File: src/common/bpm_defines.svh
`ifndef BPM_DEFINES_SVH
`define BPM_DEFINES_SVH

////////////////////
// sample and power widths
////////////////////
`define BPM_ADC_WIDTH    16 // signed adc sample
`define BPM_POWER_WIDTH  32 // power and gain words

// squared sample scaled down before it is summed
`define BPM_POWER_SHIFT  8

// gains are Q16.16
`define BPM_GAIN_FRAC    16

////////////////////
// event record
////////////////////
`define BPM_PACKET_PID   32'h4142504D // "ABPM"
`define BPM_PACKET_WORDS 8

// slow fifo toward the host
`define BPM_SFIFO_DEPTH  32 // words, power of two
`define BPM_SFIFO_WIDTH  32

`endif

File: src/common/bpm_pkg.sv
`include "bpm_defines.svh"

package bpm_pkg;

	// one signed adc sample
	typedef logic signed [`BPM_ADC_WIDTH-1:0] sample_t;

	// all four channels of one sample, a sits in the low bits
	typedef struct packed {
		sample_t d;
		sample_t c;
		sample_t b;
		sample_t a;
	} quad_sample_t;

	// fields taken from the 16-bit control word
	typedef struct packed {
		logic gain_bypass; // control bit 8
		logic run;         // control bit 0
	} ctrl_t;

	// per-channel result of one event
	typedef struct packed {
		logic [`BPM_POWER_WIDTH-1:0] power;
		sample_t                     max;
		logic                        overflow; // full-scale code seen
	} chan_result_t;

	typedef struct packed {
		logic [`BPM_POWER_WIDTH-1:0] d;
		logic [`BPM_POWER_WIDTH-1:0] c;
		logic [`BPM_POWER_WIDTH-1:0] b;
		logic [`BPM_POWER_WIDTH-1:0] a;
	} quad_power_t;

	// Q16.16 gain per channel
	typedef struct packed {
		logic [`BPM_POWER_WIDTH-1:0] d;
		logic [`BPM_POWER_WIDTH-1:0] c;
		logic [`BPM_POWER_WIDTH-1:0] b;
		logic [`BPM_POWER_WIDTH-1:0] a;
	} quad_gain_t;

	// status word, msb first
	typedef struct packed {
		logic       ovf_a;
		logic       ovf_b;
		logic       ovf_c;
		logic       ovf_d;
		logic [8:0] reserved; // always zero
		logic       drop_seen; // sticky, a record was lost
		logic       fifo_half;
		logic       run;
	} status_t;

endpackage

File: src/packet/packet_packer.sv
`timescale 1ns/1ps
`include "bpm_defines.svh"

module packet_packer import bpm_pkg::*; (
	input  logic                              clk,
	input  logic                              RST_EVENT_NO,
	input  logic                              adj_rdy,
	input  quad_power_t                       power,
	input  quad_sample_t                      results_max,
	input  logic [3:0]                        overflow,   // {a, b, c, d}
	input  logic                              run,
	input  logic [$clog2(`BPM_SFIFO_DEPTH):0] fifo_count,
	output logic                              wr_en,
	output logic [`BPM_SFIFO_WIDTH-1:0]       wr_data,
	output status_t                           status
);

	localparam int CW = $clog2(`BPM_SFIFO_DEPTH) + 1; // fifo count width
	localparam logic [CW:0] ROOM_MAX = `BPM_SFIFO_DEPTH - `BPM_PACKET_WORDS;

	logic [15:0]                     evt_cnt;   // wraps, lower half of word 2
	logic                            drop_seen;
	logic [3:0]                      ovf_q;     // latest event, written or not
	logic                            busy;
	logic [$clog2(`BPM_PACKET_WORDS)-1:0] word_cnt;
	logic [CW:0]                     fill;      // count incl. write in flight
	logic                            fifo_half;
	logic                            accept;
	quad_power_t                     pwr_q;     // snapshot at adj_rdy
	quad_sample_t                    max_q;

	assign fill      = {1'b0, fifo_count} + {{CW{1'b0}}, wr_en};
	assign fifo_half = fifo_count >= (`BPM_SFIFO_DEPTH / 2);
	assign accept    = adj_rdy && !busy && (fill <= ROOM_MAX);

	assign status = '{ovf_a: ovf_q[3], ovf_b: ovf_q[2], ovf_c: ovf_q[1], ovf_d: ovf_q[0],
		reserved: '0, drop_seen: drop_seen, fifo_half: fifo_half, run: run};

	////////////////////
	// counter, drop flag, word sequencer
	////////////////////
	always_ff @(posedge clk) begin
		if (RST_EVENT_NO) begin
			evt_cnt   <= '0;
			drop_seen <= 1'b0;
			ovf_q     <= '0;
			busy      <= 1'b0;
			word_cnt  <= '0;
			wr_en     <= 1'b0;
		end else begin
			if (adj_rdy) begin
				evt_cnt <= evt_cnt + 16'd1; // dropped events count too
				ovf_q   <= overflow;
				if (!accept)
					drop_seen <= 1'b1;      // sticky until reset
			end
			if (accept) begin
				busy     <= 1'b1;
				wr_en    <= 1'b1;           // pid goes out now
				word_cnt <= 1;
			end else if (busy) begin
				wr_en    <= 1'b1;
				word_cnt <= word_cnt + 1'b1;
				if (word_cnt == `BPM_PACKET_WORDS - 1)
					busy <= 1'b0;           // last word, next adj_rdy can start
			end else begin
				wr_en <= 1'b0;
			end
		end
	end

	// record payload
	always_ff @(posedge clk) begin
		if (accept) begin
			pwr_q   <= power;
			max_q   <= results_max;
			wr_data <= `BPM_PACKET_PID;
		end else if (busy) begin
			case (word_cnt)
				1:       wr_data <= {status, evt_cnt}; // count already includes this event
				2:       wr_data <= pwr_q.a;
				3:       wr_data <= pwr_q.b;
				4:       wr_data <= pwr_q.c;
				5:       wr_data <= pwr_q.d;
				6:       wr_data <= {max_q.a, max_q.b};
				7:       wr_data <= {max_q.c, max_q.d};
				default: wr_data <= `BPM_PACKET_PID;
			endcase
		end
	end

endmodule

File: config.mk
export PLATFORM = sky130hd
export DESIGN_NAME = packet_packer
export DESIGN_NICKNAME = d
export VERILOG_FILES = /design/src/common/bpm_pkg.sv /design/src/packet/packet_packer.sv
export VERILOG_INCLUDE_DIRS = /design/src /design/src/common
export SDC_FILE = /design/constraint.sdc
export NUM_CORES = 1
export LEC_CHECK = 0
export BUFFER_PORTS_ARGS = -buffer_cell sky130_fd_sc_hd__buf_2
export CAP_MARGIN = 20
export CORE_MARGIN = 1
export CORE_UTILIZATION = 51
export CTS_CLUSTER_DIAMETER = 30
export DETAILED_ROUTE_END_ITERATION = 6
export HOLD_SLACK_MARGIN = 0.08
export PLACE_DENSITY = 0.78
export SLEW_MARGIN = 0
export SYNTH_ARGS = -nofsm -noshare
export SYNTH_HDL_FRONTEND = slang
export SYNTH_SLANG_ARGS = --single-unit
File: constraint.sdc
create_clock -name clk -period 6.5 [get_ports clk]
set_input_delay 0.975 -clock clk [delete_from_list [all_inputs] [get_ports clk]]
set_output_delay 0.975 -clock clk [all_outputs]
set_load 0.005 [all_outputs]
== Word level (Yosys, flattened, before mapping) ==
Index checks and enable logic that the tools add are counted.

* Bits in registers: 250
* Output and inout bits: 49
* Logic and storage cells: 43

* Add/sub/neg operators: 3
* $lt $le $gt $ge: 2
* Equal/unequal tests: 7
* Mux-type cells: 8
* Bitwise logic cells: 1
* Reduce and logical (&&, ||, !) cells: 6

{| class="wikitable"
|+ Operators with widths
! kind !! number
|-
| case mux 32 bit (7 select lines) || 1
|-
| adder 16 x 1 -> 16 bit (second input constant) || 1
|-
| == test 3 bit (second input constant) || 4
|-
| adder 6 x 1 -> 7 bit || 1
|-
| less-or-equal comparator 7 x 5 -> 1 bit (second input constant) || 1
|-
| two-way mux 1 bit || 7
|-
| == test 3 x 2 -> 1 bit (second input constant) || 2
|-
| >= comparator 6 x 5 -> 1 bit (second input constant) || 1
|-
| adder 3 x 1 -> 3 bit (second input constant) || 1
|-
| == test 3 x 1 -> 1 bit (second input constant) || 1
|-
| logical AND 1 bit || 2
|-
| AND reduction 2 bit || 1
|-
| nonzero test 2 bit || 1
|-
| OR reduction 2 bit || 1
|-
| zero test 1 bit || 1
|-
| NOT 1 bit || 1
|}

== Longest topological paths before layout ==
Gate-level depths: netlist of the first run.

* Depth after elaboration: 5
* Depth in mapped cells: 11
* Depth with buffers taken out: 7

== Least setup slack after synthesis of the first run ==
No wires, ideal clock.

* Kind: input to register
* From: input port fifo_count[0]
* To: register max_q[0] in the netlist's numbering (enable)
* Data arrival time: 3.367 ns
* Required time: 6.099 ns
* Setup slack: 2.732 ns
* Cell stages on the path: 6
* Path through: ha_1 > ha_1 > o311a_1 > o31ai_2 > and2_1 > buf_6

* Longest elaborated chain between the ends: 3

{| class="wikitable"
|+ RTL lines
! element !! line !! text
|-
| start: declaration || packet_packer.sv:12 || <nowiki>input logic [$clog2(`BPM_SFIFO_DEPTH):0] fifo_count,</nowiki>
|-
| adder 6 x 1 -> 7 bit || packet_packer.sv:32 || <nowiki>assign fill = {1'b0, fifo_count} + {{CW{1'b0}}, wr_en};</nowiki>
|-
| less-or-equal comparator 7 x 5 -> 1 bit || packet_packer.sv:34 || <nowiki>assign accept = adj_rdy && !busy && (fill <= ROOM_MAX);</nowiki>
|-
| logical AND 1 bit || packet_packer.sv:34 ||
|-
| via accept || packet_packer.sv:28 || <nowiki>logic accept;</nowiki>
|-
| end signal: assignment || packet_packer.sv:76 || <nowiki>max_q <= results_max;</nowiki>
|-
| end: declaration || packet_packer.sv:30 || <nowiki>quad_sample_t max_q;</nowiki>
|}

The timed path passes the listed nets, and every way through them passes these cells.
A chain may end at the register's enable or synchronous reset.

== Worst setup path after layout of the first run ==
* From: input port fifo_count[0]
* To: register pwr_q[105] in the netlist's numbering (enable)

* Longest elaborated chain between the ends: 3

{| class="wikitable"
|+ RTL lines
! element !! line !! text
|-
| adder 6 x 1 -> 7 bit || packet_packer.sv:32 ||
|-
| less-or-equal comparator 7 x 5 -> 1 bit || packet_packer.sv:34 ||
|-
| logical AND 1 bit || packet_packer.sv:34 ||
|-
| end signal: assignment || packet_packer.sv:75 || <nowiki>pwr_q <= power;</nowiki>
|-
| end: declaration || packet_packer.sv:29 || <nowiki>quad_power_t pwr_q;</nowiki>
|}

Every way passes these cells.

==> results of run 1 <==
routing by layer:
layer | up-vias | GRT usage | part of all wire
met3 | 46 | 0.0596 | 0.082
met5 | - | 0 | 0
met1 | 3087 | 0.291 | 0.39
li1 | 2893 | - | -
met2 | 316 | 0.394 | 0.50
met4 | 0 | 0.113 | 0.028
sequential cells by signal, indices dropped and copies added, names as in the netlist:
| name | count |
|---|---|
| ovf_q | 4 |
| busy | 1 |
| pwr_q | 128 |
| max_q | 64 |
| word_cnt | 3 |
| wr_en | 1 |
| wr_data | 32 |
| evt_cnt | 16 |
| drop_seen | 1 |
final cells by class:
type / count / area [sq um] / area share
well taps: 229 / 287 / 0.0235
clock buffers: 54 / 1160 / 0.0949
multi-input cells: 287 / 2160 / 0.177
repair buffers: 250 / 1280 / 0.105
clock inverters: 26 / 330 / 0.0271
flip-flops and latches: 250 / 6930 / 0.568
diodes: 2 / 5.00 / 0.000410
inverters: 13 / 48.8 / 0.00400
cell families (layout without fill, tap and decap cells):
kind of cell,Yosys count,count (layout),synth area share
fa+ha+maj,9,9,0.0120
flops,250,250,0.740
xor+xnor,15,15,0.0140
mux,18,18,0.0209
buf+inv,66,343,0.0336
compound gates,158,158,0.137
other cells,1,11,0.000401
simple gates,78,78,0.0419
power breakdown:
part	internal (mW)	leakage (nW)	switching (mW)
sequential	1.82	2.25	0.0322
clock	1.51	0.735	0.755
combinational	0.114	1.72	0.162
total	3.44	4.71	0.950
cell usage in the layout, fill, tap and decap left out, types with 3 or more instances in the layout:
cell / n
xnor2_1: 9
a32oi_1: 5
clkinv_1: 5
clkinv_2: 7
a22oi_1: 3
o32a_1: 5
clkbuf_1: 7
clkinv_4: 3
a222oi_1: 42
buf_2: 245
mux2_2: 12
a21oi_1: 29
ha_2: 5
edfxtp_1: 192
clkbuf_8: 4
nand2_1: 14
ha_1: 4
clkbuf_16: 43
inv_1: 12
conb_1: 9
nand3_1: 4
dfxtp_1: 57
o2bb2ai_1: 3
a221oi_1: 18
o21ai_0: 20
bufinv_16: 6
nor2_1: 31
nand4_1: 6
nor3_1: 4
a22o_1: 18
o211ai_1: 4
nor2b_1: 4
buf_4: 4
xor2_1: 6
mux2i_1: 6
tightest hold or removal path, cell delays in order (launching register included):
cell and delay [ns]:
dfxtp_1 0.30, inv_1 0.05, a32oi_1 0.04
path summary, 6_finish.rpt:
check | to | slack (ns)
max | pwr_q[105] | 3.07
min | wr_data[0] | 0.44
max reg2reg | wr_data[31] | 3.16
min reg2reg | wr_data[0] | 0.44
metrics by stage:
stage | power (mW) | hold slack, ns | setup WS (ns)
2_1_floorplan | 2.02 | 0.440 | 2.73
3_3_place_gp | 2.14 | 0.430 | 2.60
3_5_place_dp | 2.15 | 0.432 | 2.55
4_1_cts | 4.42 | 0.442 | 3.08
5_1_grt | 4.53 | 0.468 | 2.92
6_report | 4.39 | 0.443 | 3.07
==> reports/metrics.cfg, run 1 <==
[sta]
hold_viol=0
worst_slew_pin_slew_ns=1.14
drv_slew=0
setup-tns-final_ns=0
clock_skew_ns=0.0190
post-route-period-util=0.528
rsz0062_at_grt=false
setup_viol=0
min_period_ns=3.43
max_freq_mhz=291
maxSlewHeadroom=0.238

[min_path]
min-delay-start=wr_data[0]
whs_path_depth=2
min_path_type=reg -> reg

[power_and_ir_drop]
leakagePower_nw=4.71
p_per_area_nw_per_um2=360
vdd_drop_max_mv=0.269

[synth]
synth_top_area_share=0.616
synth_area_per_cell_sq_um=15.7
async_flop_share=0
ys_seq_area_frac=0.740
synth_area_sq_um=9360
synth-edff-count=192
synth.distinct_cells=51
yosysMostFrequentCell=edfxtp_1
synthesis.instances=595
synth-seq-cells=250
synth.top_cells.by_count=192 x edfxtp_1, 58 x dfxtp_1, 42 x a222oi_1
ys.warnings.count=0
synth_top_cell_by_area=edfxtp_1
synth_area_leaders=edfxtp_1 62%, dfxtp_1 12%, a222oi_1 4.5%
synth_ff_type=edfxtp_1

[route]
dr.pass1.iters=7
drcViolationCount=4
drt-wirelength-per-cell_um=20.2
first_iter_violations=514
ant_nets=0
finalWirelength_um=22400
via_per_inst=5.71
vias=6342

[finish]
drive_gt1_frac=0.390
area_delta_synth_final_pct=30.3
fin_util=0.679
fillers=1249
final_nets=1060
fin_cells=1111
final_area_sq_um=12200

[grt]
antenna_found_initial=1
gr-total-overflow=0
grt_pass1_vias=6368
grt_usage=0.238
grt_pass1_wl_um=32900
grt_max_degree=112

[placement]
post-place-cells=1029
place_hpwl_um=14000
portBuffers=245
placed_area_sq_um=10700
gp_congestion=0.765

[clock_tree]
hold_buffers=0
cts_setup_buffers=0
cts-buffers-inserted=43
cts_max_level=2
clock-sinks=250
cts_tree=done
cts_resized=0
clkTransAtPathRegs_ns=0.05
insertion_delay_ns=0.53
clock_path_buffers=3
cts-root-buf=clkbuf_16

[setup_path]
critPathMaxFanout=55
path_delay_family=compound AO/OA/AOI/OAI gates
start_kind=primary input
r2r_cells=6
cp_common_cell=ha_1
crit_path_max_incr_delay_ns=0.64
cp_num_buf_inv=2
cp.depth=7
startpoint=fifo_count[0]
r2r_start=word_cnt[2]
cp_data_arrival_time_ns=3.58
worstSetupEndpointType=flip-flop
slowest_stage=buf_4
path_class=in -> reg
path_cells=buf_2 -> ha_1 -> ha_1 -> o311a_1 -> o31ai_2 -> and2_4 -> buf_4
worstPathRequired_ns=6.64

[floorplan]
core.rowCount=49
coreArea_sq_um=18000
die_w_um=137
io_pins=255
die_h_um=137
dieArea_sq_um=18900
start_util=0.521

[outcome]
outcome=finished, violations left
violations=design-rule violations

[job]
cap_violations=0

Power figures use the tool's default switching activity.
==> run 2: changes to the inputs <==
- clock period: 6.5 -> 3.6 ns (I/O delays scaled with it)
==> reports/metrics.cfg, run 2 (synthesized netlist as in run 1, its figures left out) <==
[clock_tree]
clkTransAtPathRegs_ns=0.05  ; about the same
cts-buffers-inserted=47  ; +9.3%
hold_buffers=0  ; unchanged
cts-root-buf=clkbuf_16
clock_path_buffers=3  ; unchanged
cts_setup_buffers=0  ; unchanged
insertion_delay_ns=0.53  ; about the same
cts_resized=0  ; unchanged
clock-sinks=250  ; unchanged
cts_max_level=2  ; unchanged
cts_tree=done

[floorplan]
start_util=0.521  ; unchanged
dieArea_sq_um=18900  ; unchanged
die_h_um=137  ; unchanged
coreArea_sq_um=18000  ; unchanged
die_w_um=137  ; unchanged
io_pins=255  ; unchanged
core.rowCount=49  ; unchanged

[placement]
portBuffers=245  ; unchanged
gp_congestion=0.792  ; +3.5%
place_ws_ns=0.553  ; -2.00 ns
place_hpwl_um=14700  ; +4.6%

[route]
ant_nets=0  ; unchanged
vias=6432  ; +1.4%
dr.pass1.iters=7  ; unchanged
first_iter_violations=572  ; +11%
finalWirelength_um=23100  ; +3.2%
drt-wirelength-per-cell_um=20.5  ; +1.8%
via_per_inst=5.71  ; about the same
drcViolationCount=0  ; -4

[finish]
mostFrequentLayoutCell=buf_2
top_regs=pwr_q: 128 flops, max_q: 64 flops, wr_data: 32 flops
drive_gt1_frac=0.398  ; +0.00844
top_register=pwr_q
final_nets=1073  ; +1.2%
area_delta_synth_final_pct=32.2
fillers=1247  ; -0.16%
largest_reg_flops=128  ; unchanged
final_cell_mix=245 x buf_2, 192 x edfxtp_1, 57 x dfxtp_1

[grt]
gr-total-overflow=0  ; unchanged
grt_usage=0.248  ; +0.0102
grt_max_degree=89  ; -21%
antenna_found_initial=3  ; +2
grt_pass1_wl_um=34300  ; +4.2%
grt_pass1_vias=6582  ; +3.4%

[power_and_ir_drop]
leakagePower_nw=4.77  ; +1.5%
vdd_drop_max_mv=0.513  ; +91%
p_per_area_nw_per_um2=651  ; +81%

[sta]
setup_viol=0  ; unchanged
post-route-period-util=0.757
setup_ws_ns=0.876  ; -2.19 ns
worst_slew_pin_slew_ns=1.09  ; -0.0485 ns
drv_slew=0  ; unchanged
hold_viol=0  ; unchanged
maxSlewHeadroom=0.270  ; +0.0323
min_period_ns=2.72
whs_ns=0.187  ; -0.256 ns
rsz0062_at_grt=false
setup-tns-final_ns=0  ; unchanged
clock_skew_ns=0.0269  ; +0.00789 ns
max_freq_mhz=367

[job]
cap_violations=0  ; unchanged

[min_path]
whs_path_depth=1  ; -1
min_to=max_q[18]
min-delay-start=results_max[18]
min_path_type=in -> reg

[setup_path]
path_class=reg -> reg
critPathMaxFanout=88  ; +60%
r2r_cells=6  ; unchanged
r2r-end=pwr_q[53]
r2r_start=wr_en
worstPathRequired_ns=3.75  ; -2.89 ns
start_kind=flip-flop
r2r_setup_slack_ns=0.88  ; -2.28 ns
cp_data_arrival_time_ns=2.87  ; -0.71 ns
worstSetupEndpointType=flip-flop

[outcome]
outcome=finished, final reports clean

run 2: cell types whose count changed in the layout (fill, tap and decap cells not counted), moves of 2 or more:
cell	delta
clkinv_2	-2
buf_12	+4
inv_6	+3
clkinvlp_4	+5
clkbuf_16	+4
clkinv_8	-2
clkinv_1	+2
inv_4	-2
buf_4	+5
run 2: layer usage:
metal	track usage	routed length [um]
met3	0.0677	1900
met5	0	0
met4	0.126	756
met1	0.298	9040
met2	0.409	11400
run 2: worst max-delay path by stage:
stage	startpoint	to	slack, ns
finish	wr_en	pwr_q[53]	0.88
global route	word_cnt[0]	wr_data[6]	0.73
CTS	word_cnt[0]	wr_data[6]	0.91
detailed placement	fifo_count[0]	pwr_q[21]	0.55
global placement	fifo_count[0]	max_q[37]	0.64
floorplan	fifo_count[0]	max_q[0]	0.27
run 2: area by class of cell:
type	count	area [sq um]	area share
diodes	3	7.51	0.000607
clock buffers	56	1240	0.100
clock inverters	29	305	0.0247
inverters	13	48.8	0.00394
multi-input cells	287	2160	0.175
flip-flops and latches	250	6930	0.560
well taps	229	287	0.0232
repair buffers	259	1390	0.113
run 2: where the power goes:
part	total [mW]	internal [mW]	switching [mW]
clock	4.21	2.81	1.40
combinational	0.514	0.219	0.295
sequential	3.33	3.28	0.0561
run 2: stage by stage:
stage	utilization	cells	area, sq um	total power [mW]
after floorplan	-	603	9390	3.64
after global placement	0.602	1038	10800	3.88
after detailed placement	0.602	1038	10800	3.90
after CTS	0.688	1123	12400	8.11
after global routing	0.689	1125	12400	8.31
final	0.689	1126	12400	8.05
run 2: worst max-delay path, cell delays in order (launching register included):
cell     delay [ns]
dfxtp_1        0.31
ha_1           0.21
ha_1           0.30
o311a_1        0.36
o31ai_2        0.46
and2_4         0.29
buf_12         0.34
