--- config.mk ---
export PLATFORM = sky130hd
export DESIGN_NAME = ctrl_decode
export DESIGN_NICKNAME = d
export VERILOG_FILES = /design/src/common/bpm_pkg.sv /design/src/source/ctrl_decode.sv
export VERILOG_INCLUDE_DIRS = /design/src /design/src/common
export SDC_FILE = /design/constraint.sdc
export NUM_CORES = 1
export LEC_CHECK = 0
export BUFFER_PORTS_ARGS = -buffer_cell sky130_fd_sc_hd__buf_2
export CAP_MARGIN = 20
export CORE_MARGIN = 5
export CORE_UTILIZATION = 32
export DETAILED_ROUTE_END_ITERATION = 10
export HOLD_SLACK_MARGIN = 0.03
export PLACE_DENSITY = 0.77
export SLEW_MARGIN = 10
export SYNTH_ARGS = -nofsm -noshare
export SYNTH_HDL_FRONTEND = slang
export SYNTH_SLANG_ARGS = --single-unit
--- constraint.sdc ---
create_clock -name clk -period 0.8 [get_ports clk]
set_clock_uncertainty 0.2 [all_clocks]
set_input_delay 0.16 -clock clk [delete_from_list [all_inputs] [get_ports clk]]
set_output_delay 0.16 -clock clk [all_outputs]
set_load 0.03 [all_outputs]
--- src/common/bpm_defines.svh ---
`ifndef BPM_DEFINES_SVH
`define BPM_DEFINES_SVH

////////////////////
// sample and power widths
////////////////////
`define BPM_ADC_WIDTH    16 // signed adc sample
`define BPM_POWER_WIDTH  32 // power and gain words

// squared sample scaled down before it is summed
`define BPM_POWER_SHIFT  8

// gains are Q16.16
`define BPM_GAIN_FRAC    16

////////////////////
// event record
////////////////////
`define BPM_PACKET_PID   32'h4142504D // "ABPM"
`define BPM_PACKET_WORDS 8

// slow fifo toward the host
`define BPM_SFIFO_DEPTH  32 // words, power of two
`define BPM_SFIFO_WIDTH  32

`endif

--- src/common/bpm_pkg.sv ---
`include "bpm_defines.svh"

package bpm_pkg;

	// one signed adc sample
	typedef logic signed [`BPM_ADC_WIDTH-1:0] sample_t;

	// all four channels of one sample, a sits in the low bits
	typedef struct packed {
		sample_t d;
		sample_t c;
		sample_t b;
		sample_t a;
	} quad_sample_t;

	// fields taken from the 16-bit control word
	typedef struct packed {
		logic gain_bypass; // control bit 8
		logic run;         // control bit 0
	} ctrl_t;

	// per-channel result of one event
	typedef struct packed {
		logic [`BPM_POWER_WIDTH-1:0] power;
		sample_t                     max;
		logic                        overflow; // full-scale code seen
	} chan_result_t;

	typedef struct packed {
		logic [`BPM_POWER_WIDTH-1:0] d;
		logic [`BPM_POWER_WIDTH-1:0] c;
		logic [`BPM_POWER_WIDTH-1:0] b;
		logic [`BPM_POWER_WIDTH-1:0] a;
	} quad_power_t;

	// Q16.16 gain per channel
	typedef struct packed {
		logic [`BPM_POWER_WIDTH-1:0] d;
		logic [`BPM_POWER_WIDTH-1:0] c;
		logic [`BPM_POWER_WIDTH-1:0] b;
		logic [`BPM_POWER_WIDTH-1:0] a;
	} quad_gain_t;

	// status word, msb first
	typedef struct packed {
		logic       ovf_a;
		logic       ovf_b;
		logic       ovf_c;
		logic       ovf_d;
		logic [8:0] reserved; // always zero
		logic       drop_seen; // sticky, a record was lost
		logic       fifo_half;
		logic       run;
	} status_t;

endpackage

--- src/source/ctrl_decode.sv ---
`timescale 1ns/1ps

module ctrl_decode import bpm_pkg::*; (
	input  logic         clk,
	input  logic         RST_EVENT_NO,
	input  logic [15:0]  control_word,
	input  quad_sample_t data_in,
	input  logic         sample_valid, // level
	input  logic         event_end,    // one-cycle, last sample of event
	output ctrl_t        ctrl,
	output quad_sample_t samples,
	output logic         valid,
	output logic         evt_end
);

	ctrl_t ctrl_d; // decoded, not yet registered

	////////////////////
	// control word fields
	////////////////////
	assign ctrl_d.run         = control_word[0];
	assign ctrl_d.gain_bypass = control_word[8];
	// remaining bits belong to functions not in this chain

	////////////////////
	// strobes, gated by run
	////////////////////
	always_ff @(posedge clk) begin
		if (RST_EVENT_NO) begin
			ctrl    <= '0;
			valid   <= 1'b0;
			evt_end <= 1'b0;
		end else begin
			ctrl    <= ctrl_d;
			valid   <= sample_valid & ctrl_d.run; // nothing counted while stopped
			evt_end <= event_end & ctrl_d.run;
		end
	end

	// sample data follows the strobes by the same one cycle
	always_ff @(posedge clk) begin
		samples <= data_in;
	end

endmodule

Yosys cells after proc, flatten, opt, wreduce, memory -nomap -nowiden

Index checks and enable logic that the tools add are counted.

Bits in registers: 68
Bits in latches: 0
Bits in writable memories: 0
Memory bits (read-only): 0
Bits of input ports: 84
Output and inout port bits: 68
Word-level logic and storage cells: 10
Memories: 0

Add/sub/neg operators: 0
$mul: 0
Divide/modulo/power cells: 0
Magnitude comparators: 0
Equality and inequality tests: 0
Shift-type cells: 0
Mux-type cells: 0
Bitwise logic cells: 2
Reduce and logical (&&, ||, !) cells: 0

Operator list:

| kind        | number |
|---|---|
| $and 1x1->1 | 2 |

Logic depth before layout (Yosys ltp)

Gate-level depths: netlist (run 1).

Depth in word-level cells: 1
Gate-level depth with buffers: 1
Depth with buffers taken out: 1

Worst setup path after synthesis (run 1)

OpenSTA, ideal clock, no wires.

Kind: reg2out
Start: register ctrl[0] (netlist bit)
End: output port ctrl[0] (netlist bit)
Arrival time: 0.459 ns
Data required time: 0.440 ns
Slack: -0.019 ns
Stages on the path, launching flop included: 1
Buffers on the path: 0
Cell sequence: dfxtp_1

RTL lines:

| element                | RTL line          | RTL |
|---|---|---|
| from (decl)            | ctrl_decode.sv:10 | `output ctrl_t ctrl,` |
| from (signal assigned) | ctrl_decode.sv:34 | `ctrl <= ctrl_d;` |

No word-level cell between the ends.

Final worst setup path (run 1)

Start: register samples[36] (netlist bit)
End: output port samples[36] (netlist bit)

RTL lines:

| element                | RTL line          | RTL |
|---|---|---|
| from (decl)            | ctrl_decode.sv:11 | `output quad_sample_t samples,` |
| from (signal assigned) | ctrl_decode.sv:42 | `samples <= data_in;` |

No word-level cell between the ends.

==> results of run 1 <==
## stage by stage
step / power (uW) / instance area, um2
floorplan: 4110 / 1480
global placement: 4420 / 2230
detailed placement: 4440 / 2230
CTS: 8020 / 3520
global route: 8300 / 3520
finish: 7980 / 3520
## cell usage in the layout (no fill, tap or decap), drive strengths merged
cell and count:
clkinvlp 1, nor2b 2, clkbuf 11, clkinv 1, dlymetal6s4s 4, buf 135
bufinv 2, dfxtp 68, dlygate4sd3 60, and3b 2
## sequential cells by signal (all words and copies together), names as in the netlist
register and flops:
samples 64, evt_end 1, valid 1, ctrl 2
## per-layer routing
metal,track usage,wire length (um),vias up
met3,0.0841,489,14
met1,0.163,1690,585
li1,-,-,641
met2,0.354,2790,87
met5,0,0,-
met4,0.0836,112,0
## final timing paths
check	from	to	slack (ns)	cells past startpoint
setup / recovery	samples[36]$_DFF_P_	samples[36]	-0.37	1
hold / removal	RST_EVENT_NO	ctrl[1]$_SDFF_PP0_	-0.19	2
## logic make-up after synthesis
logic type / after synthesis / synth area share
DFF: 68 / 0.978
and+or+nand+nor: 4 / 0.0216
## area by class of cell
cell class | instances | area share
repair buffers | 199 | 0.498
clock inverters | 4 | 0.0206
well taps | 52 | 0.0185
multi-input cells | 4 | 0.00854
clock buffers | 11 | 0.0430
flip-flops and latches | 68 | 0.411
## power groups by stage
stage / Combinational, uW / Clock [uW] / Sequential [uW]
5_1_grt: 1250 / 3350 / 3700
6_report: 1190 / 3100 / 3690
3_5_place_dp: 724 / 0 / 3720
3_3_place_gp: 716 / 0 / 3710
4_1_cts: 1180 / 3160 / 3690
2_1_floorplan: 6.84 / 0 / 4100
## timing repair
action                                  CTS  global route
buffers inserted                          0             0
endpoints found under the setup margin   68            74
gates resized for setup                 136             4
endpoints found under the hold margin    68             8
==> impl_metrics.tcl, run 1 <==
set metrics [dict create \
    synth_top_cell_by_area "dfxtp_1" \
    dpl_worst_slack_ns -0.0470 \
    cts_tree "done" \
    min_period_ns 1.17 \
    grt_pass1_vias 1550 \
    antenna_cells 0 \
    avgViaCountPerCell 3.93 \
    critPathBufInv 1 \
    num_vias 1327 \
    avgSynthCellArea_um2 19.3 \
    sw_frac_of_total 0.228 \
    setup_viol 74 \
    clock-root-buffer "clkbuf_8" \
    seq_area_frac_synth 0.978 \
    path_clk_slew_ns 0.07 \
    dp.cells 261 \
    clkPwrFrac 0.388 \
    rsz0062_at_grt "yes" \
    hold_viol 8 \
    synthMostInstantiatedCell "dfxtp_1" \
    grt_overflow 0 \
    syn_area_um2 1390 \
    crit_required_ns 0.44 \
    p_int_uw 6160 \
    crit_family "flip-flops" \
    drc_errors 0 \
    rows 24 \
    syn2layout_area_growth_pct 153 \
    antenna_found_initial 0 \
    yosysUniqueCellTypes 3 \
    async_flop_share 0 \
    ctsHoldBuffers 64 \
    die_h_um 75.9 \
    drtPass1Iterations 4 \
    die-area_um2 5770 \
    grt_max_degree 12 \
    wire_per_inst_um 15.1 \
    crit_fanout 1 \
    drv_cap 0 \
    synth_edf_count 0 \
    pwr-share-seq 0.462 \
    cp-start-kind "flop" \
    setup_slack_ns -0.367 \
    max-slew-margin-rel 0.929 \
    final_util 0.819 \
    holdWs_ns -0.188 \
    place.gp.congestion 0.654 \
    violations "negative hold slack, negative setup slack" \
    pwr-share-comb 0.149 \
    synth_top_area_share 0.978 \
    syn_inst 72 \
    drive_above_1_share 0.762 \
    fill_cells 247 \
    fin_crit_sh 1.46 \
    pin_count 152 \
    hold_class "in2reg" \
    drv_slew 0 \
    clk_path_buf_depth 2 \
    cpMaxStageDelayCell "dfxtp_2" \
    cts_buffers 9 \
    end_kind "primary output" \
    yosys-top-cells-count "68 x dfxtp_1, 2 x and3b_1, 2 x nor2b_1" \
    fin_cells 338 \
    synth_flop_cell "dfxtp_1" \
    ctsHtreeMaxLevel 3 \
    cts_sinks 68 \
    start_util 0.324 \
    wl_um 5090 \
    antenna_left 0 \
    switchingPower_uw 1820 \
    status "finished with violations" \
    seq_area_um2 1450 \
    synth-seq-cells 68 \
    synth_fp_nets 156 \
    power.leakage_uw 0.00168 \
    yosys_warnings 0 \
    track_usage 0.186 \
    crit_type "reg2out" \
    grt_pass1_wl_um 8150 \
    setup_tns_ns -23.08 \
    max_slew.worst_pin.slew_ns 0.106 \
    cellPowerDensity_nw_per_um2 2270 \
    yosys-top-cells-area "dfxtp_1 98%, and3b_1 1.3%, nor2b_1 0.90%" \
    numPortBuffers 137 \
    nets 366 \
    fmax_mhz 857 \
    core_um2 4290 \
    drt_iter0_markers 17 \
    cp_cell_sequence "buf_6" \
    multi_input_area_um2 30.0 \
    vdd_ir_drop_max_v 0.00203 \
    fp.dieW_um 75.9 \
    slowest_delay_ns 0.35 \
    arrival_ns 0.81 \
]
Power figures use the tool's default switching activity.
==> inputs of run 2 (changes only) <==
- BUFFER_PORTS_ARGS: -buffer_cell sky130_fd_sc_hd__buf_2 -> not set
- CORE_UTILIZATION: 32 -> 45
- DONT_BUFFER_PORTS: not set -> 1
- MAX_ROUTING_LAYER: not set -> met4
- PLACE_DENSITY: 0.77 -> 0.61
==> run 2 against run 1 <==
  * The flow still finishes with violations (negative hold slack, negative setup slack)
  * Non-clock buffer count shrank 130
  * Global-route usage increased by 1.4 points
  * Via count down 36%
  * Sequential power is 6.5% higher
  * Worst hold slack better by 0.087 ns
  * Maximum frequency increased by 1.6%
  * First-iteration DRC count up 140%
  * Critical path depth fell by 1
  * Setup slack better by 0.018 ns
  * Combinational power is 76% lower
  * Power decreased by 19%
  * Clock-buffer cell count is 3 higher
  * Critical endpoint is now samples[30]
  * Largest power group unchanged
==> impl_metrics.tcl, run 2 (synthesis gave the netlist of run 1 again) <==
set metrics [dict create \
    start_util 0.463 \
    violations "negative hold slack, negative setup slack" \
    hold_class "in2reg" \
    rows 20 \
    arrival_ns 0.79 \
    crit_fanout 1 \
    avgViaCountPerCell 4.50 \
    crit_type "reg2out" \
    holdWs_ns -0.101 \
    syn2layout_area_growth_pct 81.8 \
    end_kind "primary output" \
    top_regs "samples (64), ctrl (2)" \
    place.gp.congestion 0.647 \
    fin_crit_sh 1.44 \
    grt_max_degree 11 \
    nets 236 \
    crit_required_ns 0.44 \
    max_slew.worst_pin.slew_ns 0.147 \
    path_clk_slew_ns 0.10 \
    antenna_found_initial 0 \
    antenna_cells 0 \
    status "finished with violations" \
    largest_reg_flops 64 \
    min_period_ns 1.15 \
    drv_cap 0 \
    die_h_um 65.6 \
    cp-start-kind "flop" \
    drive_above_1_share 0.519 \
    pin_count 152 \
    fp.dieW_um 65.6 \
    ctsHtreeMaxLevel 3 \
    setup_tns_ns -22.88 \
    cts_tree "done" \
    fin_cells 189 \
    ctsHoldBuffers 69 \
    track_usage 0.200 \
    setup_slack_ns -0.349 \
    num_vias 850 \
    final_common_cell "dfxtp_4" \
    final_util 0.843 \
    top_register "samples" \
    core_um2 3000 \
    max-slew-margin-rel 0.902 \
    drtPass1Iterations 4 \
    cts_buffers 9 \
    cellPowerDensity_nw_per_um2 2550 \
    wl_um 4030 \
    grt_pass1_vias 973 \
    dpl_worst_slack_ns 0.0311 \
    grt_pass1_wl_um 5600 \
    clk_path_buf_depth 2 \
    antenna_left 0 \
    vdd_ir_drop_max_v 0.00176 \
    clock-root-buffer "clkbuf_4" \
    hold_viol 3 \
    rsz0062_at_grt "yes" \
    fill_cells 145 \
    wire_per_inst_um 21.3 \
    drt_iter0_markers 40 \
    cts_setup_buffers 0 \
    power.leakage_uw 0.00100 \
    drv_slew 0 \
    numPortBuffers 0 \
    dp.cells 105 \
    die-area_um2 4300 \
    grt_overflow 0 \
    drc_errors 0 \
    setup_viol 68 \
    layout_common_cells "68 x dfxtp_4, 67 x dlygate4sd3_1, 9 x clkbuf_4, 3 x clkbuf_8" \
    cts_sinks 68 \
    fmax_mhz 871 \
]
## run 2: area by class of cell
cell class                 instances  area (um2)  share of cell area
multi-input combinational          4        30.0              0.0119
sequential                        68        1620               0.639
clock inverter                     1        30.0              0.0119
clock buffer                      14         116              0.0460
tap                               33        41.3              0.0163
timing repair buffer              69         696               0.275
## run 2: layer usage
metal,global-route usage,up-vias,share of wire
met4,0.109,0,0.016
met2,0.378,80,0.58
met3,0.0769,6,0.11
li1,-,383,-
met5,-,-,0
met1,0.163,381,0.30
## run 2: worst paths after layout
check                            from                  to  depth (start not counted)
setup / recovery  samples[30]$_DFF_P_         samples[30]                          0
hold / removal           RST_EVENT_NO  ctrl[0]$_SDFF_PP0_                          2
## run 2: report_power, final
group	internal, uW	switching (uW)
sequential	3480	446
combinational	231	57.2
clock	1200	1040
## run 2: what timing repair did
item                                   CTS  global route
setup endpoints to repair               68            70
endpoints found under the hold margin   68             4
pin swaps                                0             0
gates resized for setup                 68             2
## run 2: stage by stage
step | instance area (um2) | power, uW
2_1_floorplan | 1480 | 4110
3_3_place_gp | 1520 | 4140
3_5_place_dp | 1520 | 4140
4_1_cts | 2520 | 6420
5_1_grt | 2530 | 6710
6_report | 2530 | 6460
==> inputs of run 3 (changes only) <==
- REMOVE_ABC_BUFFERS: not set -> 1
==> run 3 against run 2 <==
  * The flow now stops in 3_5_place_dp
  * Synthesized cell count stayed put
  * Area after synthesis stayed put
==> impl_metrics.tcl, run 3 <==
set metrics [dict create \
    status "did not finish" \
    rows 20 \
    yosys-top-cells-area "dfxtp_1 98%, and3b_1 1.3%, nor2b_1 0.90%" \
    syn_area_um2 1390 \
    yosysUniqueCellTypes 3 \
    die_h_um 65.6 \
    numPortBuffers 0 \
    pin_count 152 \
    synth-seq-cells 68 \
    fp.dieW_um 65.6 \
    synth_top_area_share 0.978 \
    start_util 0.463 \
    synth_flop_cell "dfxtp_1" \
    lastStage "3_5_place_dp" \
    seq_area_frac_synth 0.978 \
    synthMostInstantiatedCell "dfxtp_1" \
    synth_edf_count 0 \
    syn_inst 72 \
    async_flop_share 0 \
    avgSynthCellArea_um2 19.3 \
    synth_top_cell_by_area "dfxtp_1" \
    yosys_warnings 0 \
    place.gp.congestion 0.668 \
    yosys-top-cells-count "68 x dfxtp_1, 2 x and3b_1, 2 x nor2b_1" \
    stop_error "Error: detail_place.tcl, 38 bad optional access" \
]
==> run 3: cell counts after synthesis <==
Identical to the previous run, type by type.
==> run 3: kinds of logic after synthesis <==
| group | share of synthesized area |
|---|---|
| DFF | 0.978 |
| and+or+nand+nor | 0.0216 |
==> run 3: metrics by stage <==
| step | setup TNS (ns) | instances |
|---|---|---|
| floorplan | -1.31 | 72 |
| global placement | -1.22 | 173 |
==> inputs of run 4 (changes only) <==
- CORE_UTILIZATION: 45 -> 30
- HOLD_SLACK_MARGIN: 0.03 -> not set
- MAX_ROUTING_LAYER: met4 -> not set
- PLACE_DENSITY: 0.61 -> not set
- PLACE_DENSITY_LB_ADDON: not set -> 0.15
==> run 4 against run 3 <==
  * The flow now finishes, with violations (negative hold slack, negative setup slack)
==> impl_metrics.tcl, run 4 (synthesis gave the netlist of run 1 again) <==
set metrics [dict create \
    critPathBufInv 1 \
    place.gp.congestion 0.641 \
    crit_type "reg2out" \
    wire_per_inst_um 19.9 \
    wl_um 5490 \
    final_util 0.859 \
    min_period_ns 1.18 \
    fin_crit_sh 1.47 \
    holdWs_ns -0.193 \
    cts_tree "done" \
    fill_cells 181 \
    antenna_left 0 \
    setup_slack_ns -0.375 \
    cp-start-kind "flop" \
    drive_above_1_share 0.674 \
    cp_cell_sequence "buf_12" \
    avgViaCountPerCell 4.09 \
    path_clk_slew_ns 0.07 \
    die-area_um2 6100 \
    top_regs "samples (64), ctrl (2)" \
    status "finished with violations" \
    drv_slew 0 \
    vdd_ir_drop_max_v 0.00174 \
    largest_reg_flops 64 \
    syn2layout_area_growth_pct 172 \
    rsz0062_at_grt "yes" \
    violations "negative hold slack, negative setup slack" \
    core_um2 4410 \
    grt_max_degree 12 \
    cts_buffers 9 \
    clock-root-buffer "clkbuf_8" \
    slowest_delay_ns 0.35 \
    drc_errors 0 \
    track_usage 0.186 \
    top_register "samples" \
    drt_iter0_markers 14 \
    grt_pass1_wl_um 8150 \
    cts_sinks 68 \
    drtPass1Iterations 4 \
    pin_count 152 \
    layout_common_cells "68 x dfxtp_2, 68 x buf_12, 66 x dlygate4sd3_1, 11 x clkbuf_8" \
    cpMaxStageDelayCell "dfxtp_2" \
    max-slew-margin-rel 0.897 \
    crit_family "flip-flops" \
    drv_cap 0 \
    grt_pass1_vias 1354 \
    numPortBuffers 0 \
    start_util 0.315 \
    num_vias 1129 \
    max_slew.worst_pin.slew_ns 0.155 \
    cellPowerDensity_nw_per_um2 2110 \
    detailed_place_hpwl_um 3430 \
    design_area_um2 3790 \
    hold_class "in2reg" \
    antenna_found_initial 0 \
    end_kind "primary output" \
    rows 24 \
    hold_viol 3 \
    nets 303 \
    grt_overflow 0 \
    die_h_um 78.1 \
    fmax_mhz 851 \
    setup_viol 69 \
    ctsHtreeMaxLevel 3 \
    arrival_ns 0.82 \
    cts_setup_buffers 0 \
    crit_required_ns 0.44 \
    power.leakage_uw 0.00163 \
    antenna_cells 0 \
    clk_path_buf_depth 2 \
    dpl_cell_area_um2 2820 \
    fp.dieW_um 78.1 \
    crit_fanout 1 \
]
==> run 4: area by class of cell <==
class,count,area [um2],area share
Timing Repair Buffer,136,2050,0.540
Sequential cell,68,1450,0.382
Clock buffer,12,155,0.0409
Tap cell,52,65.1,0.0172
Clock inverter,4,47.5,0.0125
Multi-Input combinational cell,4,30.0,0.00792
==> run 4: per-layer routing <==
layer,part of all wire,routed length [um],vias to the layer above,track usage
met1,0.35,1900,504,0.177
met3,0.13,694,6,0.122
met5,0,0,-,0
met4,0.0084,46,0,0.0557
met2,0.52,2850,102,0.325
li1,-,-,517,-
==> run 4: metrics by stage <==
step | setup WS (ns) | instances | hold WS [ns] | TNS (ns) | total power (uW)
6_report | -0.375 | 276 | -0.193 | -24.33 | 7980
5_1_grt | -0.430 | 276 | -0.212 | -27.45 | 8320
4_1_cts | -0.388 | 275 | -0.230 | -25.45 | 8010
3_5_place_dp | -0.0540 | 192 | -0.0122 | -1.71 | 4900
3_3_place_gp | -0.0414 | 192 | -0.0122 | -1.34 | 4890
2_1_floorplan | -0.0193 | 72 | -0.0123 | -1.31 | 4070
==> run 4: where the power goes <==
group / internal, uW / switching, uW
logic: 876 / 515
registers: 3610 / 155
clock network: 1600 / 1230
total: 6080 / 1900
==> run 4: worst paths after layout <==
check,startpoint,to,slack [ns],depth (start not counted)
max,samples[54]$_DFF_P_,samples[54],-0.38,1
min,sample_valid,valid$_SDFF_PP0_,-0.19,1
==> run 4: timing repair <==
action / 4_1_cts / 5_1_grt
resized for setup: 68 / 2
hold endpoints to repair: 68 / 4
hold buffers: 67 / 1
setup endpoints to repair: 68 / 71
pin swaps: 0 / 1
