## src/common/bpm_defines.svh

```systemverilog
`ifndef BPM_DEFINES_SVH
`define BPM_DEFINES_SVH

////////////////////
// sample and power widths
////////////////////
`define BPM_ADC_WIDTH    16 // signed adc sample
`define BPM_POWER_WIDTH  32 // power and gain words

// squared sample scaled down before it is summed
`define BPM_POWER_SHIFT  8

// gains are Q16.16
`define BPM_GAIN_FRAC    16

////////////////////
// event record
////////////////////
`define BPM_PACKET_PID   32'h4142504D // "ABPM"
`define BPM_PACKET_WORDS 8

// slow fifo toward the host
`define BPM_SFIFO_DEPTH  32 // words, power of two
`define BPM_SFIFO_WIDTH  32

`endif

```

## src/common/bpm_pkg.sv

```systemverilog
`include "bpm_defines.svh"

package bpm_pkg;

	// one signed adc sample
	typedef logic signed [`BPM_ADC_WIDTH-1:0] sample_t;

	// all four channels of one sample, a sits in the low bits
	typedef struct packed {
		sample_t d;
		sample_t c;
		sample_t b;
		sample_t a;
	} quad_sample_t;

	// fields taken from the 16-bit control word
	typedef struct packed {
		logic gain_bypass; // control bit 8
		logic run;         // control bit 0
	} ctrl_t;

	// per-channel result of one event
	typedef struct packed {
		logic [`BPM_POWER_WIDTH-1:0] power;
		sample_t                     max;
		logic                        overflow; // full-scale code seen
	} chan_result_t;

	typedef struct packed {
		logic [`BPM_POWER_WIDTH-1:0] d;
		logic [`BPM_POWER_WIDTH-1:0] c;
		logic [`BPM_POWER_WIDTH-1:0] b;
		logic [`BPM_POWER_WIDTH-1:0] a;
	} quad_power_t;

	// Q16.16 gain per channel
	typedef struct packed {
		logic [`BPM_POWER_WIDTH-1:0] d;
		logic [`BPM_POWER_WIDTH-1:0] c;
		logic [`BPM_POWER_WIDTH-1:0] b;
		logic [`BPM_POWER_WIDTH-1:0] a;
	} quad_gain_t;

	// status word, msb first
	typedef struct packed {
		logic       ovf_a;
		logic       ovf_b;
		logic       ovf_c;
		logic       ovf_d;
		logic [8:0] reserved; // always zero
		logic       drop_seen; // sticky, a record was lost
		logic       fifo_half;
		logic       run;
	} status_t;

endpackage

```

## src/power/channel_power.sv

```systemverilog
`timescale 1ns/1ps
`include "bpm_defines.svh"

module channel_power import bpm_pkg::*; (
	input  logic         clk,
	input  logic         RST_EVENT_NO,
	input  sample_t      sample,
	input  logic         valid,
	input  logic         evt_end, // last sample of event, may be valid itself
	output chan_result_t result,
	output logic         rdy      // one cycle after evt_end
);

	// full-scale codes
	localparam sample_t MAX_CODE = {1'b0, {(`BPM_ADC_WIDTH-1){1'b1}}};
	localparam sample_t MIN_CODE = {1'b1, {(`BPM_ADC_WIDTH-1){1'b0}}};

	logic signed [2*`BPM_ADC_WIDTH-1:0] sq;       // always >= 0
	logic [`BPM_POWER_WIDTH-1:0]        sq_shift;
	logic [`BPM_POWER_WIDTH:0]          sum;      // extra bit catches the carry
	logic [`BPM_POWER_WIDTH-1:0]        acc, acc_next;
	sample_t                            max_q, max_next;
	logic                               ovf_q, ovf_next;

	////////////////////
	// next values incl. current sample
	////////////////////
	assign sq       = sample * sample;
	assign sq_shift = $unsigned(sq) >> `BPM_POWER_SHIFT;
	assign sum      = {1'b0, acc} + {1'b0, sq_shift};

	assign acc_next = !valid ? acc :
		sum[`BPM_POWER_WIDTH] ? '1 : sum[`BPM_POWER_WIDTH-1:0]; // clamp at all ones

	assign max_next = (valid && (sample > max_q)) ? sample : max_q; // signed compare
	assign ovf_next = ovf_q | (valid && ((sample == MAX_CODE) || (sample == MIN_CODE)));

	// accumulators, restart right after evt_end
	always_ff @(posedge clk) begin
		if (RST_EVENT_NO) begin
			acc   <= '0;
			max_q <= MIN_CODE;
			ovf_q <= 1'b0;
			rdy   <= 1'b0;
		end else begin
			rdy <= evt_end;
			if (evt_end) begin
				acc   <= '0;
				max_q <= MIN_CODE; // empty event reports most negative code
				ovf_q <= 1'b0;
			end else begin
				acc   <= acc_next;
				max_q <= max_next;
				ovf_q <= ovf_next;
			end
		end
	end

	// result held until the next event ends
	always_ff @(posedge clk) begin
		if (evt_end) begin
			result.power    <= acc_next;
			result.max      <= max_next;
			result.overflow <= ovf_next;
		end
	end

endmodule

```

## config.mk

```make
export PLATFORM = sky130hd
export DESIGN_NAME = channel_power
export DESIGN_NICKNAME = d
export VERILOG_FILES = /design/src/common/bpm_pkg.sv /design/src/power/channel_power.sv
export VERILOG_INCLUDE_DIRS = /design/src /design/src/common
export SDC_FILE = /design/constraint.sdc
export NUM_CORES = 1
export LEC_CHECK = 0
export ABC_AREA = 1
export BUFFER_PORTS_ARGS = -buffer_cell sky130_fd_sc_hd__buf_2
export CORE_AREA = 5 5 199 144
export CTS_CLUSTER_DIAMETER = 60
export DETAILED_ROUTE_END_ITERATION = 12
export DIE_AREA = 0 0 204 149
export HOLD_SLACK_MARGIN = 0.12
export PLACE_DENSITY = 0.77
export SYNTH_ARGS = -nofsm -noshare
export SYNTH_HDL_FRONTEND = slang
export SYNTH_SLANG_ARGS = --single-unit
```

## constraint.sdc

```tcl
create_clock -name clk -period 14.2 [get_ports clk]
set_clock_uncertainty 0.2 [all_clocks]
set_input_delay 2.84 -clock clk [delete_from_list [all_inputs] [get_ports clk]]
set_output_delay 2.84 -clock clk [all_outputs]
set_load 0.005 [all_outputs]
```

=== Yosys cells after proc, flatten, opt, wreduce, memory -nomap -nowiden ===
Cells that the tools add are included.

* Memories: 0
* Word-level logic and storage cells: 20
* Bits in latches: 0
* Register bits: 99
* Memory bits (read-only): 0
* Bits in writable memories: 0
* Input bits: 20

* Divide/modulo/power cells: 0
* Shifts and indexed selects: 0
* Bitwise operators: 1
* Mux-type cells: 3
* Magnitude comparators: 1
* Add/sub/neg operators: 1
* Reductions and logical operators: 4
* Equality and inequality tests: 2
* Multipliers: 1

{| class="wikitable"
|+ Operators with widths
! kind !! number
|-
| $mux W32 || 2
|-
| $add A32 B24 Y33 || 1
|-
| $eq A16 B16 Y1 const B || 2
|-
| $mul A16 B16 Y32 || 1
|-
| $gt A16 B16 Y1 || 1
|-
| $mux W16 || 1
|-
| $logic_and A1 B1 Y1 || 2
|-
| $reduce_or A2 Y1 || 1
|-
| $logic_or A1 B1 Y1 || 1
|-
| $or A1 B1 Y1 || 1
|}

=== Longest topological paths before layout ===
Gate-level depths: netlist of the first run.

* Word-level depth: 4
* Mapped depth: 41
* Depth with buffers taken out: 39

=== Least setup slack after synthesis of the first run ===
Ideal clock, no wire load.

* Path type: input to register
* Start: input sample[1]
* End: register result[20] (netlist name), data pin
* Stages: 34
* Path slack: 4.341 ns
* Arrival time: 9.400 ns
* Data required time: 13.741 ns
* Library setup time: 0.259 ns
* Path through: buf_2 buf_1 nand2_1 inv_1 fa_1 inv_1 fa_1 inv_1 fa_1 inv_1 fa_1 fa_1 fa_1 inv_1 ha_1 inv_1 nor3_1 nand2_1 or2_2 nand3_1 inv_1 nand2_1 nand2_1 ha_1 nand2_1 inv_1 nand2_1 nand2_1 a21oi_1 or2_0 nand3_2 buf_4 o21ai_0 inv_1

* Cells in the longest elaborated chain, start to end: 4

{| class="wikitable"
|+ Ends and longest elaborated chain
! item !! line !! source
|-
| from (decl) || channel_power.sv:7 || <nowiki>input sample_t sample,</nowiki>
|-
| $mul A16 B16 Y32 || channel_power.sv:28 || <nowiki>assign sq = sample * sample;</nowiki>
|-
| $add A32 B24 Y33 || channel_power.sv:30 || <nowiki>assign sum = {1'b0, acc} + {1'b0, sq_shift};</nowiki>
|-
| $mux W32 || channel_power.sv:33 || <nowiki>sum[`BPM_POWER_WIDTH] ? '1 : sum[`BPM_POWER_WIDTH-1:0];</nowiki>
|-
| $mux W32 || channel_power.sv:32 || <nowiki>assign acc_next = !valid ? acc :</nowiki>
|-
| named net acc_next[3] || channel_power.sv:21 || <nowiki>logic [`BPM_POWER_WIDTH-1:0] acc, acc_next;</nowiki>
|-
| to (decl) || channel_power.sv:10 || <nowiki>output chan_result_t result,</nowiki>
|}

The timed path passes the listed nets, and every way through them passes these cells.
A chain may end at the register's enable or synchronous reset.

=== Worst setup path in the final report of the first run ===
* Start: input sample[15]
* End: register result[30] (netlist name), data pin

The elaborated chain is that of the path after synthesis.

==> results.rst, run 1 <==
.. list-table::
   :header-rows: 1

   * - Metric
     - Value
   * - Leading cell types by total area after synthesis
     - sky130_fd_sc_hd__fa_1 (30%), sky130_fd_sc_hd__inv_1 (14%), sky130_fd_sc_hd__nand2_1 (11%)
   * - Slowest cell on crit path
     - sky130_fd_sc_hd__fa_1
   * - Width of the die
     - 204 um
   * - Largest stage delay on the critical path
     - 0.59 ns
   * - Proportion of synthesized chip area in sequential cells
     - 15.8%
   * - Layout cells sized above 1
     - ~7.1%
   * - IO Port Bufs
     - 69
   * - Count of antenna diodes in the layout
     - 0
   * - Layout overhead on the synthesized area
     - 5.77%
   * - Library cell with the largest summed area after synthesis
     - sky130_fd_sc_hd__fa_1
   * - Post-CTS Hold Buffers
     - 0
   * - DRT Pass-1 Iters
     - 5
   * - Number of DRC markers in iteration 0
     - about 960
   * - Average via count per standard cell
     - 5.20
   * - Pin count of the biggest net entering global routing
     - 52
   * - Maximum fanout count along the critical path
     - 27
   * - Std-Cell Rows
     - 50
   * - Post-detailed-route wirelength per cell
     - 16.7 um
   * - Cell at the root of the clock tree
     - sky130_fd_sc_hd__clkbuf_16
   * - CTS tree
     - done
   * - Final count of hold timing violations
     - 0
   * - Period utilisation layout
     - between 70% and 80%
   * - Type of the worst min-delay path
     - register to register
   * - WL final
     - 40.5 mm
   * - Mean instance size in the synthesized netlist
     - 7.72 um^2
   * - Number of antenna violations at the first check in global routing
     - 0
   * - Count of clock tree sinks
     - 99
   * - Buffer levels on the longest clock path
     - 2
   * - Result of the run
     - finished, final reports clean
   * - Number of slew-limit violations in the final report
     - 0
   * - Net total in the final layout
     - 2448
   * - Proportion of register bits with asynchronous set or reset after synthesis
     - 0%
   * - Number of ports placed on the die boundary
     - 70
   * - Total of warnings raised by yosys
     - 0
   * - Distinct cells, synth
     - between 40 and 50
   * - Global-route congestion overflow total
     - 0
   * - Initial core utilization
     - 59.3%
   * - Most frequent standard cell in the layout excluding fill and tap cells
     - sky130_fd_sc_hd__inv_1
   * - Summed instance area of the synthesized netlist
     - 15600 um^2
   * - Final setup TNS
     - 0 ns
   * - Die height
     - 149 um
   * - Total number of vias
     - 12.6k
   * - Required time at the endpoint of the critical path
     - roughly 14 ns
   * - CP dominant cell by count
     - sky130_fd_sc_hd__nand2_1
   * - Clock buffer count from CTS
     - 9
   * - Post-synth EDFFs
     - 49
   * - Max_cap viols
     - 0
   * - Startpoint-to-endpoint class of the critical path
     - input port to register
   * - Syn_nets
     - 2413
   * - Data arrival, critical path
     - between 10 and 15 ns
   * - Post-detailed-route count of antenna-violating nets
     - 0
   * - Core area
     - 26300 um^2
   * - Die outline area
     - ~30000 um^2
   * - Flop2flop setup slack
     - 11.03 ns
   * - Final Wtd Congestion
     - 0.989
   * - Leading cell types in the layout, fill and taps excluded
     - sky130_fd_sc_hd__inv_1 (563), sky130_fd_sc_hd__nand2_1 (462), sky130_fd_sc_hd__fa_1 (238)
   * - # resized after CTS
     - 0
   * - RSZ-0062 raised after global routing
     - false
   * - Yosys top cell area share
     - 30.5%
   * - Number of global-route vias before repair
     - 12.5k
   * - Buffers inserted by post-CTS timing repair
     - 0
   * - Fmax achieved
     - ~94 MHz
   * - DRC violations left
     - 0
   * - CTS HTree Levels
     - 3
   * - Worst setup EP type
     - register
   * - Dpl hpwl
     - 34.0 mm
   * - Type of element launching the critical path
     - input port
   * - Post-synth top flop
     - sky130_fd_sc_hd__dfxtp_1
   * - Max-slew headroom at the worst pin
     - 42.8%
   * - GRT Overall Usage
     - 27.8%
   * - First-pass GRT wire length
     - 66.3 mm
   * - Clock insertion delay at the later pin of the skew report
     - 0.36 ns
   * - Post-Synthesis Cells
     - between 2k and 2.5k
   * - Post-CTS clock slew at the launch and capture registers of the worst setup and hold paths
     - 0.07 ns
   * - Worst-Margin Slew
     - 0.855 ns
   * - Final setup violation count
     - 0
   * - Min cycle time layout
     - 10.67 ns
   * - Number of register bits inferred by synthesis
     - 99
[sequential cells by signal, indices dropped and copies added (netlist names)]
| signal | count |
|---|---|
| acc | 32 |
| max_q | 16 |
| rdy | 1 |
| result | 49 |
| ovf_q | 1 |
[layer usage]
metal / up-vias / track usage [%] / part of all wire [%]
met2: 491 / 40.3 / 41
met1: 6031 / 43.2 / 48
met4: 0 / 4.69 / 1.4
met3: 44 / 6.72 / 10
li1: 6049 / - / -
met5: - / 0 / 0
[critical path, delay by kind of cell]
kind	cells	cell delay, ns
adders and majority gates	8	3.71
buffers and inverters	7	1.57
AOI/OAI and AO/OA	5	1.26
and+or+nand+nor	10	1.19
[cell usage after synthesis, drive strengths merged, types with 7 or more instances]
| library cell | count |
|---|---|
| xnor2 | 13 |
| xor2 | 37 |
| or2 | 16 |
| clkbuf | 33 |
| dfxtp | 50 |
| nand2 | 481 |
| nor4 | 7 |
| o21ai | 29 |
| nand4 | 33 |
| nor3 | 22 |
| nor2 | 144 |
| nand3 | 56 |
| ha | 132 |
| fa | 238 |
| a21oi | 71 |
| buf | 14 |
| o21bai | 11 |
| edfxtp | 49 |
| inv | 565 |
[final timing paths]
kind,to,cells past startpoint,startpoint
worst min register to register,ovf_q,2,ovf_q
worst min-delay path,ovf_q,2,ovf_q
worst max register to register,result[30],14,acc[0]
worst max-delay path,result[30],30,sample[15]
[stage by stage]
step | setup slack [ns] | utilization [%] | hold WS, ns | std cells | cell area (um^2)
5_1_grt | 3.02 | 62.8 | 0.293 | 2427 | 16500
2_1_floorplan | 4.34 | - | 0.236 | 2023 | 15600
6_report | 3.53 | 62.8 | 0.270 | 2427 | 16500
4_1_cts | 3.67 | 62.8 | 0.269 | 2427 | 16500
3_3_place_gp | 3.33 | 61.7 | 0.243 | 2411 | 16200
3_5_place_dp | 3.33 | 61.7 | 0.258 | 2411 | 16200
[cells by family after synthesis]
kind of cell               after synthesis  synth area share, %
buffers and inverters                  613                 14.9
xor gates and xnor gates                50                 2.80
DFF                                     99                 15.8
and+or+nand+nor                        764                 20.8
muxes                                    2                0.128
adders and majority gates              370                 41.1
AOI/OAI and AO/OA                      125                 4.49
[final cells by class]
class,count,area [um^2]
clock buffer,10,229
clock inverter,6,60.1
fill,2354,9810
inverter,566,2120
multi-input combinational,1311,10800
sequential,99,2470
tap,364,455
timing repair buffer,71,360
Power of run 1 is left out: the tool's default activity adds up to more than one toggle a clock period on the data nets, which glitch-free logic cannot reach.
==> run 2: changes to the inputs <==
==> constraint.sdc (replaced) <==
create_clock -name clk -period 10.05 [get_ports clk]
set_clock_uncertainty 0.2 [all_clocks]
set_input_delay 2.01 -clock clk [delete_from_list [all_inputs] [get_ports clk]]
set_output_delay 2.01 -clock clk [all_outputs]
set_load 0.005 [all_outputs]
==> run 2 against run 1 <==
Effect of this change: flip-flop and latch count unchanged; core utilization increased by 0.82 points; sequential share of layout area decreased by 0.19 points; die area unchanged; worst hold slack improved by 0.0035 ns; non-clock buffer count increased by 28; critical path depth increased by 1; register-to-register slack got worse by 3.9 ns.
==> results.rst, run 2 (synthesis gave the netlist of run 1 again) <==
.. list-table::
   :header-rows: 1

   * - Metric
     - Value
   * - CP dominant cell by count
     - sky130_fd_sc_hd__inv_1
   * - Die outline area
     - 30400 um^2 (unchanged)
   * - # resized after CTS
     - 0 (unchanged)
   * - DRT Pass-1 Iters
     - 5 (unchanged)
   * - Buffer levels on the longest clock path
     - 2 (unchanged)
   * - Layout overhead on the synthesized area
     - 7.16%
   * - RSZ-0062 raised after global routing
     - false
   * - Number of antenna violations at the first check in global routing
     - 1 (+1)
   * - Final Wtd Congestion
     - 1.03 (+4.2%)
   * - Type of element launching the critical path
     - input port
   * - First-pass GRT wire length
     - 69.2 mm (+4.4%)
   * - Final count of hold timing violations
     - 0 (unchanged)
   * - Cell at the root of the clock tree
     - sky130_fd_sc_hd__clkbuf_16
   * - Largest stage delay on the critical path
     - 0.58 ns (about the same)
   * - Post-detailed-route wirelength per cell
     - 17.0 um (+2.1%)
   * - Leading cell types in the layout, fill and taps excluded
     - sky130_fd_sc_hd__inv_1 (563), sky130_fd_sc_hd__nand2_1 (462), sky130_fd_sc_hd__fa_1 (238)
   * - Final setup TNS
     - 0 ns (unchanged)
   * - Number of flip-flops in the largest register
     - 49 (unchanged)
   * - Data arrival, critical path
     - 9.49 ns (-1.10 ns)
   * - Total number of vias
     - 13.0k (+2.7%)
   * - Type of the worst min-delay path
     - register to register
   * - Number of slew-limit violations in the final report
     - 0 (unchanged)
   * - Biggest regs
     - result (49), acc (32), max_q (16)
   * - Period utilisation layout
     - 95.4%
   * - Result of the run
     - finished, final reports clean
   * - Dpl hpwl
     - 35.6 mm (+4.5%)
   * - Number of fill cells in the layout
     - 2264 (-3.8%)
   * - Pin count of the biggest net entering global routing
     - 52 (unchanged)
   * - WL final
     - 41.8 mm (+3.3%)
   * - Worst-Margin Slew
     - 0.896 ns (+0.0415 ns)
   * - Top reg by flops
     - result
   * - Count of clock tree sinks
     - 99 (unchanged)
   * - Std-Cell Rows
     - 50 (unchanged)
   * - Area taken by multi-input logic gates
     - 10800 um^2 (unchanged)
   * - Die height
     - 149 um (unchanged)
   * - Global-route congestion overflow total
     - 0 (unchanged)
   * - Number of ports placed on the die boundary
     - 70 (unchanged)
   * - Required time at the endpoint of the critical path
     - 9.95 ns (-4.17 ns)
   * - IO Port Bufs
     - 69 (unchanged)
   * - Startpoint-to-endpoint class of the critical path
     - input port to register
   * - Number of global-route vias before repair
     - 13.1k (+5.1%)
   * - Buffers inserted by post-CTS timing repair
     - 0 (unchanged)
   * - Core area
     - 26300 um^2 (unchanged)
   * - Initial core utilization
     - 59.3% (unchanged)
   * - Count of antenna diodes in the layout
     - 0 (unchanged)
   * - Clock insertion delay at the later pin of the skew report
     - 0.36 ns (about the same)
   * - Fmax achieved
     - approximately 100 MHz
   * - Width of the die
     - 204 um (unchanged)
   * - Maximum fanout count along the critical path
     - 18 (-33%)
   * - GRT Overall Usage
     - 28.8% (+0.95 points)
   * - Worst setup EP type
     - register
   * - Layout cells sized above 1
     - 8.32% (+1.2 points)
   * - Number of DRC markers in iteration 0
     - 1143 (+19%)
   * - Post-CTS Hold Buffers
     - 0 (unchanged)
   * - Most frequent standard cell in the layout excluding fill and tap cells
     - sky130_fd_sc_hd__inv_1
   * - Area occupied by registers
     - 2470 um^2 (unchanged)
   * - Min cycle time layout
     - 9.59 ns
   * - DRC violations left
     - 0 (unchanged)
   * - CTS tree
     - done
   * - Final setup violation count
     - 0 (unchanged)
   * - Clock buffer count from CTS
     - 9 (unchanged)
   * - Max-slew headroom at the worst pin
     - 40.1% (-2.8 points)
   * - Net total in the final layout
     - 2476 (+1.1%)
   * - Post-CTS clock slew at the launch and capture registers of the worst setup and hold paths
     - 0.07 ns (about the same)
   * - Slowest cell on crit path
     - sky130_fd_sc_hd__fa_1
   * - CTS HTree Levels
     - 3 (unchanged)
   * - Max_cap viols
     - 0 (unchanged)
   * - Average via count per standard cell
     - 5.28 (+1.5%)
   * - Post-detailed-route count of antenna-violating nets
     - 0 (unchanged)
## run 2: changes by cell type in the layout (fill, tap and decap cells not counted), sizes merged
cell,before,now
clkbuf,10,9
buf,71,99
inv,567,568
clkinv,5,4
clkinvlp,0,1
## run 2: area by class of cell
| class | instances | share of cell area (%) |
|---|---|---|
| Clock buffer | 9 | 1.34 |
| Sequential cell | 99 | 14.8 |
| Multi-Input combinational cell | 1311 | 64.7 |
| Timing Repair Buffer | 99 | 3.48 |
| Tap cell | 364 | 2.72 |
| Clock inverter | 7 | 0.344 |
| Inverter | 566 | 12.7 |
## run 2: critical path: cells and delay by family
kind / cells / cell delay, ns
adders and majority gates: 9 / 4.24
and+or+nand+nor: 11 / 1.55
AOI/OAI and AO/OA: 2 / 0.46
buffers and inverters: 9 / 1.20
## run 2: path summary, 6_finish.rpt
path	end	from	slack (ns)	cells past startpoint
worst max-delay path	result[20]	sample[14]	0.46	31
worst min-delay path	ovf_q	ovf_q	0.27	2
worst max register to register	result[41]	acc[0]	7.09	13
worst min register to register	ovf_q	ovf_q	0.27	2
## run 2: layer usage
metal,GRT usage (%),routed length [um],vias to the layer above
li1,-,-,6094
met2,41.9,17200,630
met5,0,13,-
met1,44.5,19100,6179
met4,4.72,619,2
met3,6.96,4870,53
## run 2: metrics by stage
step	setup WS, ns	instance area (um^2)	util [%]	hold WS (ns)	cells
2_1_floorplan	1.02	15600	-	0.236	2023
3_3_place_gp	0.316	16500	62.5	0.245	2439
3_5_place_dp	0.291	16500	62.5	0.266	2439
4_1_cts	0.576	16700	63.6	0.275	2455
5_1_grt	0.0588	16700	63.6	0.315	2455
6_report	0.457	16700	63.6	0.273	2455
Power of run 2 is left out for the same reason.
